$ cat config.mk
export PLATFORM = sky130hd
export DESIGN_NAME = execute_top
export DESIGN_NICKNAME = d
export VERILOG_FILES = /design/src/exec_pkg.sv /design/src/exec_unit_if.sv /design/src/int_alu.sv /design/src/seq_multiplier.sv /design/src/iter_divider.sv /design/src/load_align.sv /design/src/execute_stage.sv /design/src/execute_top.sv
export SDC_FILE = /design/constraint.sdc
export NUM_CORES = 2
export LEC_CHECK = 0
export ABC_CLOCK_PERIOD_IN_PS = 9940
export BUFFER_PORTS_ARGS = -buffer_cell sky130_fd_sc_hd__buf_2
export CAP_MARGIN = 40
export CORE_ASPECT_RATIO = 0.6
export CORE_UTILIZATION = 25
export DETAILED_ROUTE_END_ITERATION = 8
export PLACE_DENSITY_LB_ADDON = 0.1
export SYNTH_ARGS = -nofsm -noshare
export SYNTH_HDL_FRONTEND = slang
export SYNTH_SLANG_ARGS = --single-unit
$ cat constraint.sdc
create_clock -name clk -period 9.94 [get_ports clk]
set_input_delay 1.988 -clock clk [delete_from_list [all_inputs] [get_ports clk]]
set_output_delay 1.988 -clock clk [all_outputs]
set_load 0.05 [all_outputs]
$ cat src/exec_pkg.sv
package exec_pkg;

  localparam int XLEN = 32;

  // Cycles from the enable pulse to the ready pulse
  localparam int MUL_LATENCY = 17;
  localparam int DIV_LATENCY = 33;

  typedef logic [XLEN-1:0] xlen_t;
  typedef logic [4:0] reg_addr_t;
  typedef logic [1:0] byte_off_t;

  // Holds either a mul_op_t or a div_op_t value
  typedef logic [1:0] unit_op_t;

  typedef enum logic [3:0] {
    KIND_ALU,
    KIND_LUI,
    KIND_AUIPC,
    KIND_JUMP,
    KIND_MUL,
    KIND_DIV,
    KIND_LOAD,
    KIND_STORE,
    KIND_NOP
  } exec_kind_t;

  typedef enum logic [3:0] {
    ALU_ADD,
    ALU_SUB,
    ALU_SLL,
    ALU_SLT,
    ALU_SLTU,
    ALU_XOR,
    ALU_SRL,
    ALU_SRA,
    ALU_OR,
    ALU_AND
  } alu_op_t;

  typedef enum logic [1:0] {MUL_LO, MUL_HSS, MUL_HSU, MUL_HUU} mul_op_t;

  typedef enum logic [1:0] {DIV_S, DIV_U, REM_S, REM_U} div_op_t;

  typedef enum logic [2:0] {LD_B, LD_H, LD_W, LD_BU, LD_HU} load_op_t;

endpackage

$ cat src/exec_unit_if.sv
`timescale 1ns/1ps

interface exec_unit_if;

  // Driven by the stage
  logic enable;
  exec_pkg::unit_op_t op;
  exec_pkg::xlen_t rdata1;
  exec_pkg::xlen_t rdata2;

  // Driven by the unit, ready is a one-cycle pulse
  logic ready;
  exec_pkg::xlen_t result;

  modport stage (
    output enable, op, rdata1, rdata2,
    input ready, result
  );

  modport unit (
    input enable, op, rdata1, rdata2,
    output ready, result
  );

endinterface

$ cat src/int_alu.sv
`timescale 1ns/1ps

module int_alu (
  input exec_pkg::xlen_t a,
  input exec_pkg::xlen_t b,
  input exec_pkg::xlen_t imm,
  input logic use_imm,
  input exec_pkg::alu_op_t op,
  output exec_pkg::xlen_t result
);

  exec_pkg::xlen_t opb;
  logic [4:0] shamt;

  always_comb begin
    opb = use_imm ? imm : b;
    shamt = opb[4:0];
    case (op)
      exec_pkg::ALU_ADD: begin
        result = a + opb;
      end
      exec_pkg::ALU_SUB: begin
        result = a - opb;
      end
      exec_pkg::ALU_SLL: begin
        result = a << shamt;
      end
      exec_pkg::ALU_SLT: begin
        result = {31'b0, $signed(a) < $signed(opb)};
      end
      exec_pkg::ALU_SLTU: begin
        result = {31'b0, a < opb};
      end
      exec_pkg::ALU_XOR: begin
        result = a ^ opb;
      end
      exec_pkg::ALU_SRL: begin
        result = a >> shamt;
      end
      exec_pkg::ALU_SRA: begin
        // Arithmetic shift keeps the sign bit
        result = $signed(a) >>> shamt;
      end
      exec_pkg::ALU_OR: begin
        result = a | opb;
      end
      exec_pkg::ALU_AND: begin
        result = a & opb;
      end
      default: begin
        result = a + opb;
      end
    endcase
  end

endmodule

$ cat src/seq_multiplier.sv
`timescale 1ns/1ps

module seq_multiplier (
  input logic clk,
  input logic rst,
  exec_unit_if.unit bus
);

  exec_pkg::mul_op_t op;
  logic a_neg;
  logic b_neg;
  exec_pkg::xlen_t a_mag;
  exec_pkg::xlen_t b_mag;
  logic busy;
  logic last;
  logic [$clog2(exec_pkg::MUL_LATENCY)-1:0] cnt;
  logic [63:0] mcand;
  logic [31:0] mplier;
  logic [63:0] acc;
  logic [63:0] acc_next;
  logic [63:0] prod;
  logic neg;
  logic high;

  always_comb begin
    op = exec_pkg::mul_op_t'(bus.op);
    a_neg = bus.rdata1[31] & (op == exec_pkg::MUL_HSS || op == exec_pkg::MUL_HSU);
    b_neg = bus.rdata2[31] & (op == exec_pkg::MUL_HSS);
    a_mag = a_neg ? -bus.rdata1 : bus.rdata1;
    b_mag = b_neg ? -bus.rdata2 : bus.rdata2;
    // Two multiplier bits per step
    acc_next = acc;
    if (mplier[0]) begin
      acc_next = acc_next + mcand;
    end
    if (mplier[1]) begin
      acc_next = acc_next + {mcand[62:0], 1'b0};
    end
    prod = neg ? -acc_next : acc_next;
  end

  assign last = busy && (cnt == ($bits(cnt))'(exec_pkg::MUL_LATENCY - 2));

  always_ff @(posedge clk) begin
    if (!rst) begin
      busy <= 1'b0;
      cnt <= '0;
      bus.ready <= 1'b0;
    end else begin
      bus.ready <= 1'b0;
      if (bus.enable) begin
        busy <= 1'b1;
        cnt <= '0;
      end else if (busy) begin
        cnt <= cnt + 1'b1;
        if (last) begin
          busy <= 1'b0;
          bus.ready <= 1'b1;
        end
      end
    end
  end

  always_ff @(posedge clk) begin
    if (bus.enable) begin
      mcand <= {32'b0, a_mag};
      mplier <= b_mag;
      acc <= '0;
      neg <= a_neg ^ b_neg;
      high <= op != exec_pkg::MUL_LO;
    end else if (busy) begin
      acc <= acc_next;
      mcand <= {mcand[61:0], 2'b00};
      mplier <= {2'b00, mplier[31:2]};
      if (last) begin
        bus.result <= high ? prod[63:32] : prod[31:0];
      end
    end
  end

endmodule

$ cat src/iter_divider.sv
`timescale 1ns/1ps

module iter_divider (
  input logic clk,
  input logic rst,
  exec_unit_if.unit bus
);

  exec_pkg::div_op_t op;
  logic is_signed;
  logic a_neg;
  logic b_neg;
  exec_pkg::xlen_t a_mag;
  exec_pkg::xlen_t b_mag;
  logic busy;
  logic last;
  logic [$clog2(exec_pkg::DIV_LATENCY)-1:0] cnt;
  exec_pkg::xlen_t quo;
  exec_pkg::xlen_t rem;
  exec_pkg::xlen_t dvsr;
  exec_pkg::xlen_t dividend;
  logic q_neg;
  logic r_neg;
  logic is_rem;
  logic div_zero;
  logic [32:0] shifted;
  logic [32:0] diff;
  logic fits;
  exec_pkg::xlen_t quo_next;
  exec_pkg::xlen_t rem_next;
  exec_pkg::xlen_t q_res;
  exec_pkg::xlen_t r_res;

  always_comb begin
    op = exec_pkg::div_op_t'(bus.op);
    is_signed = (op == exec_pkg::DIV_S) || (op == exec_pkg::REM_S);
    a_neg = is_signed & bus.rdata1[31];
    b_neg = is_signed & bus.rdata2[31];
    a_mag = a_neg ? -bus.rdata1 : bus.rdata1;
    b_mag = b_neg ? -bus.rdata2 : bus.rdata2;

    // One restoring step, bring down the next dividend bit
    shifted = {rem, quo[31]};
    diff = shifted - {1'b0, dvsr};
    fits = !diff[32];
    rem_next = fits ? diff[31:0] : shifted[31:0];
    quo_next = {quo[30:0], fits};

    // Most negative over minus one already yields the dividend and zero
    q_res = q_neg ? -quo_next : quo_next;
    r_res = r_neg ? -rem_next : rem_next;
    if (div_zero) begin
      q_res = '1;
      r_res = dividend;
    end
  end

  assign last = busy && (cnt == ($bits(cnt))'(exec_pkg::DIV_LATENCY - 2));

  always_ff @(posedge clk) begin
    if (!rst) begin
      busy <= 1'b0;
      cnt <= '0;
      bus.ready <= 1'b0;
    end else begin
      bus.ready <= 1'b0;
      if (bus.enable) begin
        busy <= 1'b1;
        cnt <= '0;
      end else if (busy) begin
        cnt <= cnt + 1'b1;
        if (last) begin
          busy <= 1'b0;
          bus.ready <= 1'b1;
        end
      end
    end
  end

  always_ff @(posedge clk) begin
    if (bus.enable) begin
      quo <= a_mag;
      rem <= '0;
      dvsr <= b_mag;
      dividend <= bus.rdata1;
      q_neg <= a_neg ^ b_neg;
      r_neg <= a_neg;
      is_rem <= (op == exec_pkg::REM_S) || (op == exec_pkg::REM_U);
      div_zero <= bus.rdata2 == '0;
    end else if (busy) begin
      quo <= quo_next;
      rem <= rem_next;
      if (last) begin
        bus.result <= is_rem ? r_res : q_res;
      end
    end
  end

endmodule

$ cat src/load_align.sv
`timescale 1ns/1ps

module load_align (
  input exec_pkg::xlen_t rdata,
  input exec_pkg::byte_off_t off,
  input exec_pkg::load_op_t op,
  output exec_pkg::xlen_t result
);

  exec_pkg::xlen_t shifted;

  always_comb begin
    // Addressed byte or halfword down to bit 0
    shifted = rdata >> {off, 3'b000};
    case (op)
      exec_pkg::LD_B: begin
        result = {{24{shifted[7]}}, shifted[7:0]};
      end
      exec_pkg::LD_BU: begin
        result = {24'b0, shifted[7:0]};
      end
      exec_pkg::LD_H: begin
        result = {{16{shifted[15]}}, shifted[15:0]};
      end
      exec_pkg::LD_HU: begin
        result = {16'b0, shifted[15:0]};
      end
      exec_pkg::LD_W: begin
        result = rdata;
      end
      default: begin
        result = rdata;
      end
    endcase
  end

endmodule

$ cat src/execute_stage.sv
`timescale 1ns/1ps

module execute_stage (
  input logic clk,
  input logic rst,
  input logic issue,
  input exec_pkg::exec_kind_t kind,
  input exec_pkg::alu_op_t alu_op,
  input exec_pkg::mul_op_t mul_op,
  input exec_pkg::div_op_t div_op,
  input exec_pkg::load_op_t load_op,
  input logic use_imm,
  input exec_pkg::xlen_t pc,
  input exec_pkg::xlen_t imm,
  input exec_pkg::xlen_t rdata1,
  input exec_pkg::xlen_t rdata2,
  input logic wren,
  input exec_pkg::reg_addr_t waddr,
  input exec_pkg::byte_off_t load_off,
  input exec_pkg::xlen_t dmem_rdata,
  input logic dmem_ready,
  input logic clear,
  input logic flush,
  input exec_pkg::xlen_t alu_result,
  input exec_pkg::xlen_t ldata,
  output exec_pkg::xlen_t alu_a,
  output exec_pkg::xlen_t alu_b,
  output exec_pkg::xlen_t alu_imm,
  output logic alu_use_imm,
  output exec_pkg::alu_op_t alu_fn,
  output exec_pkg::xlen_t mem_data,
  output exec_pkg::byte_off_t ld_off,
  output exec_pkg::load_op_t ld_op,
  exec_unit_if.stage mul_bus,
  exec_unit_if.stage div_bus,
  output logic reg_wren,
  output exec_pkg::reg_addr_t reg_waddr,
  output exec_pkg::xlen_t reg_wdata,
  output logic stall
);

  logic r_stall;
  logic h_valid, h_use_imm, h_wren;
  exec_pkg::exec_kind_t h_kind;
  exec_pkg::alu_op_t h_alu_op;
  exec_pkg::mul_op_t h_mul_op;
  exec_pkg::div_op_t h_div_op;
  exec_pkg::load_op_t h_load_op;
  exec_pkg::xlen_t h_pc, h_imm, h_rdata1, h_rdata2;
  exec_pkg::reg_addr_t h_waddr;
  exec_pkg::byte_off_t h_off;

  logic c_valid, c_use_imm, c_wren;
  exec_pkg::exec_kind_t c_kind;
  exec_pkg::mul_op_t c_mul_op;
  exec_pkg::div_op_t c_div_op;
  exec_pkg::xlen_t c_pc, c_imm, c_rdata1, c_rdata2;
  exec_pkg::reg_addr_t c_waddr;
  logic kill;
  logic busy;
  logic no_write;

  // Held copy while stalled, otherwise the incoming instruction
  assign c_valid = r_stall ? h_valid : issue;
  assign c_kind = r_stall ? h_kind : kind;
  assign c_mul_op = r_stall ? h_mul_op : mul_op;
  assign c_div_op = r_stall ? h_div_op : div_op;
  assign c_use_imm = r_stall ? h_use_imm : use_imm;
  assign c_pc = r_stall ? h_pc : pc;
  assign c_imm = r_stall ? h_imm : imm;
  assign c_rdata1 = r_stall ? h_rdata1 : rdata1;
  assign c_rdata2 = r_stall ? h_rdata2 : rdata2;
  assign c_wren = r_stall ? h_wren : wren;
  assign c_waddr = r_stall ? h_waddr : waddr;
  assign kill = clear | flush;

  assign alu_a = c_rdata1;
  assign alu_b = c_rdata2;
  assign alu_imm = c_imm;
  assign alu_use_imm = c_use_imm;
  assign alu_fn = r_stall ? h_alu_op : alu_op;
  assign mem_data = dmem_rdata;
  assign ld_off = r_stall ? h_off : load_off;
  assign ld_op = r_stall ? h_load_op : load_op;

  // Enables fire only in the first cycle of the instruction
  assign mul_bus.enable = c_valid && c_kind == exec_pkg::KIND_MUL && !r_stall && !kill;
  assign mul_bus.op = exec_pkg::unit_op_t'(c_mul_op);
  assign mul_bus.rdata1 = c_rdata1;
  assign mul_bus.rdata2 = c_rdata2;
  assign div_bus.enable = c_valid && c_kind == exec_pkg::KIND_DIV && !r_stall && !kill;
  assign div_bus.op = exec_pkg::unit_op_t'(c_div_op);
  assign div_bus.rdata1 = c_rdata1;
  assign div_bus.rdata2 = c_rdata2;

  always_comb begin
    busy = 1'b0;
    reg_wdata = alu_result;
    case (c_kind)
      exec_pkg::KIND_LUI: reg_wdata = c_imm;
      exec_pkg::KIND_AUIPC: reg_wdata = c_pc + c_imm;
      exec_pkg::KIND_JUMP: reg_wdata = c_pc + 32'd4;
      exec_pkg::KIND_MUL: begin
        // A ready seen in the first cycle is a leftover pulse
        busy = !(r_stall && mul_bus.ready);
        reg_wdata = mul_bus.result;
      end
      exec_pkg::KIND_DIV: begin
        busy = !(r_stall && div_bus.ready);
        reg_wdata = div_bus.result;
      end
      exec_pkg::KIND_LOAD: begin
        busy = !dmem_ready;
        reg_wdata = ldata;
      end
      exec_pkg::KIND_STORE: busy = !dmem_ready;
      default: busy = 1'b0;
    endcase
    no_write = c_kind == exec_pkg::KIND_STORE || c_kind == exec_pkg::KIND_NOP;
    stall = c_valid && busy && !kill;
    reg_wren = c_valid && c_wren && (|c_waddr) && !busy && !kill && !no_write;
  end

  assign reg_waddr = c_waddr;

  always_ff @(posedge clk) begin
    if (!rst) begin
      r_stall <= 1'b0;
      h_valid <= 1'b0;
    end else begin
      r_stall <= stall;
      if (kill) begin
        h_valid <= 1'b0;
      end else if (!r_stall) begin
        h_valid <= issue;
      end
    end
  end

  always_ff @(posedge clk) begin
    if (!r_stall) begin
      h_kind <= kind;
      h_alu_op <= alu_op;
      h_mul_op <= mul_op;
      h_div_op <= div_op;
      h_load_op <= load_op;
      h_use_imm <= use_imm;
      h_pc <= pc;
      h_imm <= imm;
      h_rdata1 <= rdata1;
      h_rdata2 <= rdata2;
      h_wren <= wren;
      h_waddr <= waddr;
      h_off <= load_off;
    end
  end

endmodule

$ cat src/execute_top.sv
`timescale 1ns/1ps

module execute_top (
  input logic clk,
  input logic rst,
  input logic issue,
  input exec_pkg::exec_kind_t kind,
  input exec_pkg::alu_op_t alu_op,
  input exec_pkg::mul_op_t mul_op,
  input exec_pkg::div_op_t div_op,
  input exec_pkg::load_op_t load_op,
  input logic use_imm,
  input exec_pkg::xlen_t pc,
  input exec_pkg::xlen_t imm,
  input exec_pkg::xlen_t rdata1,
  input exec_pkg::xlen_t rdata2,
  input logic wren,
  input exec_pkg::reg_addr_t waddr,
  input exec_pkg::byte_off_t load_off,
  input exec_pkg::xlen_t dmem_rdata,
  input logic dmem_ready,
  input logic clear,
  input logic flush,
  output logic reg_wren,
  output exec_pkg::reg_addr_t reg_waddr,
  output exec_pkg::xlen_t reg_wdata,
  output logic stall
);

  exec_pkg::xlen_t alu_a, alu_b, alu_imm, alu_result;
  logic alu_use_imm;
  exec_pkg::alu_op_t alu_fn;
  exec_pkg::xlen_t mem_data, ldata;
  exec_pkg::byte_off_t ld_off;
  exec_pkg::load_op_t ld_op;

  exec_unit_if mul_bus ();
  exec_unit_if div_bus ();

  execute_stage u_stage (
    .clk(clk), .rst(rst), .issue(issue), .kind(kind),
    .alu_op(alu_op), .mul_op(mul_op), .div_op(div_op), .load_op(load_op),
    .use_imm(use_imm), .pc(pc), .imm(imm), .rdata1(rdata1), .rdata2(rdata2),
    .wren(wren), .waddr(waddr), .load_off(load_off),
    .dmem_rdata(dmem_rdata), .dmem_ready(dmem_ready), .clear(clear), .flush(flush),
    .alu_result(alu_result), .ldata(ldata),
    .alu_a(alu_a), .alu_b(alu_b), .alu_imm(alu_imm), .alu_use_imm(alu_use_imm),
    .alu_fn(alu_fn), .mem_data(mem_data), .ld_off(ld_off), .ld_op(ld_op),
    .mul_bus(mul_bus.stage), .div_bus(div_bus.stage),
    .reg_wren(reg_wren), .reg_waddr(reg_waddr), .reg_wdata(reg_wdata), .stall(stall)
  );

  int_alu u_alu (
    .a(alu_a), .b(alu_b), .imm(alu_imm), .use_imm(alu_use_imm),
    .op(alu_fn), .result(alu_result)
  );

  seq_multiplier u_mul (.clk(clk), .rst(rst), .bus(mul_bus.unit));

  iter_divider u_div (.clk(clk), .rst(rst), .bus(div_bus.unit));

  load_align u_load (.rdata(mem_data), .off(ld_off), .op(ld_op), .result(ldata));

endmodule

## Word level (Yosys, flattened, before mapping)

Cells that the tools add are included.

- Muxes and demuxes: 47
- Div/mod/pow operators: 0
- Equal/unequal tests: 26
- Reductions and logical operators: 44
- Magnitude comparators: 2
- Shifts and indexed selects: 4
- Bitwise gates (word level): 15
- $mul: 0
- Add/subtract/negate cells: 14

Operator list:

| cell | number |
|---|---|
| two-way mux 32 bit | 22 |
| case mux 32 bit (9 select lines) | 1 |
| two-way mux 64 bit | 3 |
| case mux 32 bit (6 select lines) | 1 |
| adder 64 bit | 2 |
| negation 32 bit | 4 |
| case mux 32 bit (4 select lines) | 1 |
| adder 32 bit | 2 |
| less-than comparator 32 bit | 2 |
| negation 64 bit | 1 |
| subtractor 33 x 32 -> 33 bit | 1 |
| adder 32 x 3 -> 32 bit, second input constant | 1 |
| bitwise AND 32 bit | 1 |
| == test 4 x 3 -> 1 bit, second input constant | 8 |
| zero test 32 bit | 1 |
| OR 32 bit | 1 |
| << shifter 32 x 5 -> 32 bit | 1 |
| >> shifter 32 x 5 -> 16 bit | 1 |
| >> shifter 32 x 5 -> 32 bit | 1 |
| >>> shifter 32 x 5 -> 32 bit | 1 |
| subtractor 32 bit | 1 |
| XOR 32 bit | 1 |
| logical AND 1 bit | 17 |
| == test 4 x 2 -> 1 bit, second input constant | 4 |
| 30 further kinds | 73 |

- Memory bits (read-only): 0
- Bits in latches: 0
- Logic and storage cells: 189
- RAM bits: 0
- Memories: 0
- Register bits: 527

## Longest topological paths before layout

- Depth after elaboration: 8
- Gate-level depth with buffers: 29

## Hierarchy

Synthesis repeated with hierarchy kept, for this count alone.

- Cell total of the unflattened synthesis: 6877
- Area, all modules: 53916.7 µm²

By module, submodules not included:

| module | times used | area each (µm²) | cells each |
|---|---|---|---|
| seq_multiplier | 1 | 21964.8 | 2938 |
| iter_divider | 1 | 11746.3 | 1297 |
| execute_stage | 1 | 10089.7 | 1096 |
| int_alu | 1 | 9098.7 | 1375 |
| load_align | 1 | 1017.2 | 171 |

## Least setup slack after synthesis

No wires, ideal clock.

- Path kind: input to output
- Start: input use_imm
- End: output reg_wdata[31]
- Arrival time: 7767 ps
- Path slack: 185 ps
- Stages: 20
- Required time: 7952 ps
- Cells stage by stage: mux2_2 -> clkbuf_1 -> o21ai_1 -> clkbuf_1 -> buf_1 -> clkbuf_1 -> ha_1 -> o21ba_2 -> o21bai_1 -> a21oi_1 -> o211a_1 -> o31ai_1 -> a211oi_1 -> o311ai_0 -> a221oi_1 -> o31a_1 -> o41ai_1 -> mux2i_1 -> a211oi_1 -> a31oi_1

- Longest elaborated chain between the ends: 5

Ends and longest elaborated chain:

| what | RTL line | source |
|---|---|---|
| start, declared | execute_top.sv:12 | `input logic use_imm,` |
| two-way mux 1 bit * | execute_stage.sv:68 | `assign c_use_imm = r_stall ? h_use_imm : use_imm;` |
| two-way mux 32 bit * | int_alu.sv:16 | `opb = use_imm ? imm : b;` |
| adder 32 bit (tied with other cells) | int_alu.sv:20, int_alu.sv:51 |  |
| case mux 32 bit (9 select lines) * | int_alu.sv:18 | `case (op)` |
| case mux 32 bit (6 select lines) * | execute_stage.sv:99 | `case (c_kind)` |
| end, declared | execute_top.sv:26 | `output exec_pkg::xlen_t reg_wdata,` |

Mark *: on every way between the ends. The rest lies on a longest branch, timed or not.

## Worst setup path after layout

- Start: input use_imm
- End: output reg_wdata[28]

The elaborated chain is that of the path after synthesis.

==> summary.md <==
| Metric | Value |
|---|---|
| Clk_skew | `0.0704 ns` |
| Die Height | `roughly 350 um` |
| Hold Path Class | `reg2reg` |
| Total wire length | `approximately 280 mm` |
| Fin worst setup slack | `0.312 ns` |
| Post-synth ARST share | `0` |
| Unique masters post-synth | `~100` |
| Layout Utilization | `0.293` |
| Combinational fraction of design power | `0.630` |
| #FFs+latches synth | `527` |
| Clock power frac | `0.179` |
| Tmin final | `9.63 ns` |
| Met3 usage | `0.0787` |
| Sw Pwr | `~0.0078 W` |
| Total CTS buffers | `67` |
| Register area share after synthesis | `0.261` |
| Via Count | `between 50k and 60k` |
| Data required, critical path | `7.95 ns` |
| Worst-margin pin slew | `1.11 ns` |
| # Max-Cap Violations | `0` |
| CTS HTree Levels | `3` |
| Slew headroom | `0.259` |
| Worst Setup End Kind | `output pin` |
| Synthesis warning total | `0` |
| Final #Nets | `just over 7k` |
| Rows | `125` |
| Post-synth top cells | `739 x nand2_1, 709 x nor2_1, 504 x a21oi_1` |
| P_int | `approximately 0.007 W` |
| # clock sinks | `between 500 and 600` |
| Clock Latency Late Sink | `0.70 ns` |
| Sw Share | `0.525` |
| Largest net degree at the start of global routing | `roughly 110` |
| Reg clk slew, reported paths | `~0.060 ns` |
| Initial DRC count | `7,526` |
| Mapped Area | `49,200 sq um` |
| Yosys top cell by area | `edfxtp_1` |
| Port buffer count | `between 200 and 250` |
| Cells after Synth | `between 6k and 7k` |
| EDFF count, synth | `between 200 and 250` |
| Area delta synth->final | `15.7%` |
| Main synth FF type | `dfxtp_1` |
| Die area | `199,000 sq um` |
| Total Routing Usage GR | `0.274` |
| Via density | `roughly 5.7` |
| Pre-CTS WS | `0.178 ns` |
| Grt met1 use | `0.468` |
| Hold Buf Count CTS | `0` |
| P_leak | `approximately 22 nW` |
| Vias in the first global route | `47.5k` |
| Mean Syn Cell Area | `7.66 sq um` |
| Post-DRT Antenna Nets | `0` |
| Core area | `195,000 sq um` |
| Max VDD drop | `roughly 0.16 mV` |
| Routability cong. | `~1` |
| CTS tree | `built` |
| Final period util | `0.969` |
| Design area | `about 57,000 sq um` |
| Setup crit start kind | `primary input` |
| Placed cell area | `between 50,000 and 60,000 sq um` |
| Seq pwr share | `0.192` |
| Share of cells above drive strength 1 | `0.121` |
| Initial core utilization | `0.253` |
| Tot Pwr | `0.0148 W` |
| Count leader, synth | `nand2_1` |
| Arrival time worst endpoint | `between 7 and 8 ns` |
| Syn Nets | `~7k` |
| DR pass1 iterations | `6` |
| Avg WL per Cell | `30.5 um` |
| First-pass GRT wire length | `just under 400 mm` |
| Status | `finished, final reports clean` |
| GRT overflow | `0` |
| Fin. Hold Viols | `0` |
| Fin Setup TNS | `0 ns` |
| RSZ-0062 raised after global routing | `false` |
| Achievable frequency | `roughly 100 MHz` |
| Crit-path max FO | `11` |
| Die Span X | `575 um` |
| Residual DRC | `0` |
| I/O pin count | `around 230` |
| Post-DP HPWL | `232 mm` |
| Clk root buf | `clkbuf_16` |
| Largest cells by area after synthesis | `edfxtp_1 14%, dfxtp_1 12%, ha_1 7.6%` |
| Critical path class | `in2out` |
| Pins over their slew limit | `0` |
| M2 GR Usage | `0.316` |
| Area share of the leading cell type in the synthesized netlist | `0.140` |
| Final setup fails | `0` |
| Most used routing layer | `met1` |
| Initial antenna violation count | `38` |
| PwrDens | `between 200 and 300 nW/um^2` |
| Max Buffers Root-to-Sink | `3` |
-- worst paths after layout --
| kind | from | end | slack (ns) | cells past startpoint |
|---|---|---|---|---|
| worst max-delay path | use_imm | reg_wdata[28] | 0.31 | 24 |
| worst min-delay path | u_stage.h_div_op[1] | u_stage.h_div_op[1] | 0.48 | 1 |
| worst max register to register | u_mul.mcand[0] | u_mul.bus.result[30] | 0.84 | 28 |
| worst min register to register | u_stage.h_div_op[1] | u_stage.h_div_op[1] | 0.48 | 1 |
-- per-stage QoR --
| stage | hold slack (ns) | instances |
|---|---|---|
| 2_1_floorplan | 0.446 | 6425 |
| 3_5_place_dp | 0.466 | 9156 |
| 3_3_place_gp | 0.452 | 9112 |
| 6_report | 0.476 | 9308 |
| 5_1_grt | 0.492 | 9295 |
| 4_1_cts | 0.480 | 9279 |
-- power groups by stage --
stage          Sequential, W  Clock (W)  Combinational [W]
3_5_place_dp         0.00287          0            0.00895
4_1_cts              0.00283    0.00271            0.00900
6_report             0.00284    0.00264            0.00932
3_3_place_gp         0.00287          0            0.00893
5_1_grt              0.00287    0.00278            0.00996
2_1_floorplan        0.00273          0            0.00578
-- cell type report --
class / instances / area (sq um)
antenna: 16 / 40.0
fill: 21200 / 138000
sequential: 527 / 12900
timing repair buffer: 501 / 3340
inverter: 269 / 1010
clock buffer: 80 / 1790
multi-input combinational: 5269 / 34100
clock inverter: 43 / 487
tap: 2603 / 3260
-- cell families (layout without fill, tap and decap cells) --
group	after synthesis	after routing	synth area share
buf+inv	629	893	0.0488
simple gates	2230	2230	0.206
flops	527	527	0.261
compound gates	2046	2046	0.272
other cells	0	16	0
xor+xnor	339	339	0.0603
mux	349	349	0.0731
fa+ha+maj	305	305	0.0784
-- sequential cells by signal, summed over array words and instances, names as in the netlist, 3 cells and up --
name and count:
u_stage.h_imm 32, u_div.bus.result 32, u_stage.h_waddr 5, u_mul.acc 64, u_stage.h_alu_op 4, u_div.cnt 6, u_div.dividend 32, u_mul.mcand 64
u_stage.h_rdata2 32, u_stage.h_pc 32, u_mul.mplier 32, u_stage.h_load_op 3, u_div.rem 32, u_div.quo 32, u_div.dvsr 32, u_stage.h_rdata1 32
u_stage.h_kind 4, u_mul.bus.result 32, u_mul.cnt 5
-- cells in the final DEF, fill, tap and decap left out, types with 22 or more instances in the layout --
cell and instances:
a211oi_1 126, a21o_1 112, a21oi_1 504, a221o_1 25
a221oi_1 38, a222oi_1 22, a22oi_1 36, a31oi_1 72
and2_1 44, and3_1 57, buf_2 240, buf_4 243
clkbuf_16 69, dfxtp_1 294, edfxtp_1 230, ha_1 299
inv_1 258, mux2_2 81, mux2i_1 264, nand2_1 736
nand2b_1 58, nand3_1 133, nand4_1 62, nor2_1 705
nor2b_1 44, nor3_1 163, nor4_1 31, o2111ai_1 34
o211ai_1 77, o21a_1 62, o21ai_0 493, o21bai_1 50
o221ai_1 45, o22ai_1 44, o31ai_1 44, or2_2 34
or3_1 50, or4_1 26, xnor2_1 241, xor2_1 97
-- metal layers --
layer	part of all wire	wire length, um
met5	0.00012	35
met4	0.015	4300
met1	0.54	154000
met3	0.11	30400
met2	0.34	95300
-- worst max-delay path, stage by stage --
cell	delay, ns
buf_2	0.17
mux2_2	0.35
mux2_2	0.47
inv_1	0.14
ha_1	0.19
inv_1	0.06
fa_1	0.40
nor2b_1	0.16
o21a_1	0.20
o21bai_1	0.19
a21oi_1	0.18
o221ai_1	0.26
a211oi_1	0.14
nor3_1	0.47
o21ai_0	0.29
a311oi_1	0.30
buf_4	0.19
o21bai_1	0.08
a21oi_1	0.32
xnor2_1	0.13
a221oi_2	0.44
buf_4	0.20
nor2_1	0.04
buf_2	0.24
-- timing repair --
action | in CTS | in global routing
setup buffers | 0 | 0
resized for setup | 0 | 4
setup endpoints to repair | 0 | 2
Note: power is estimated with default switching activity, not from simulation.
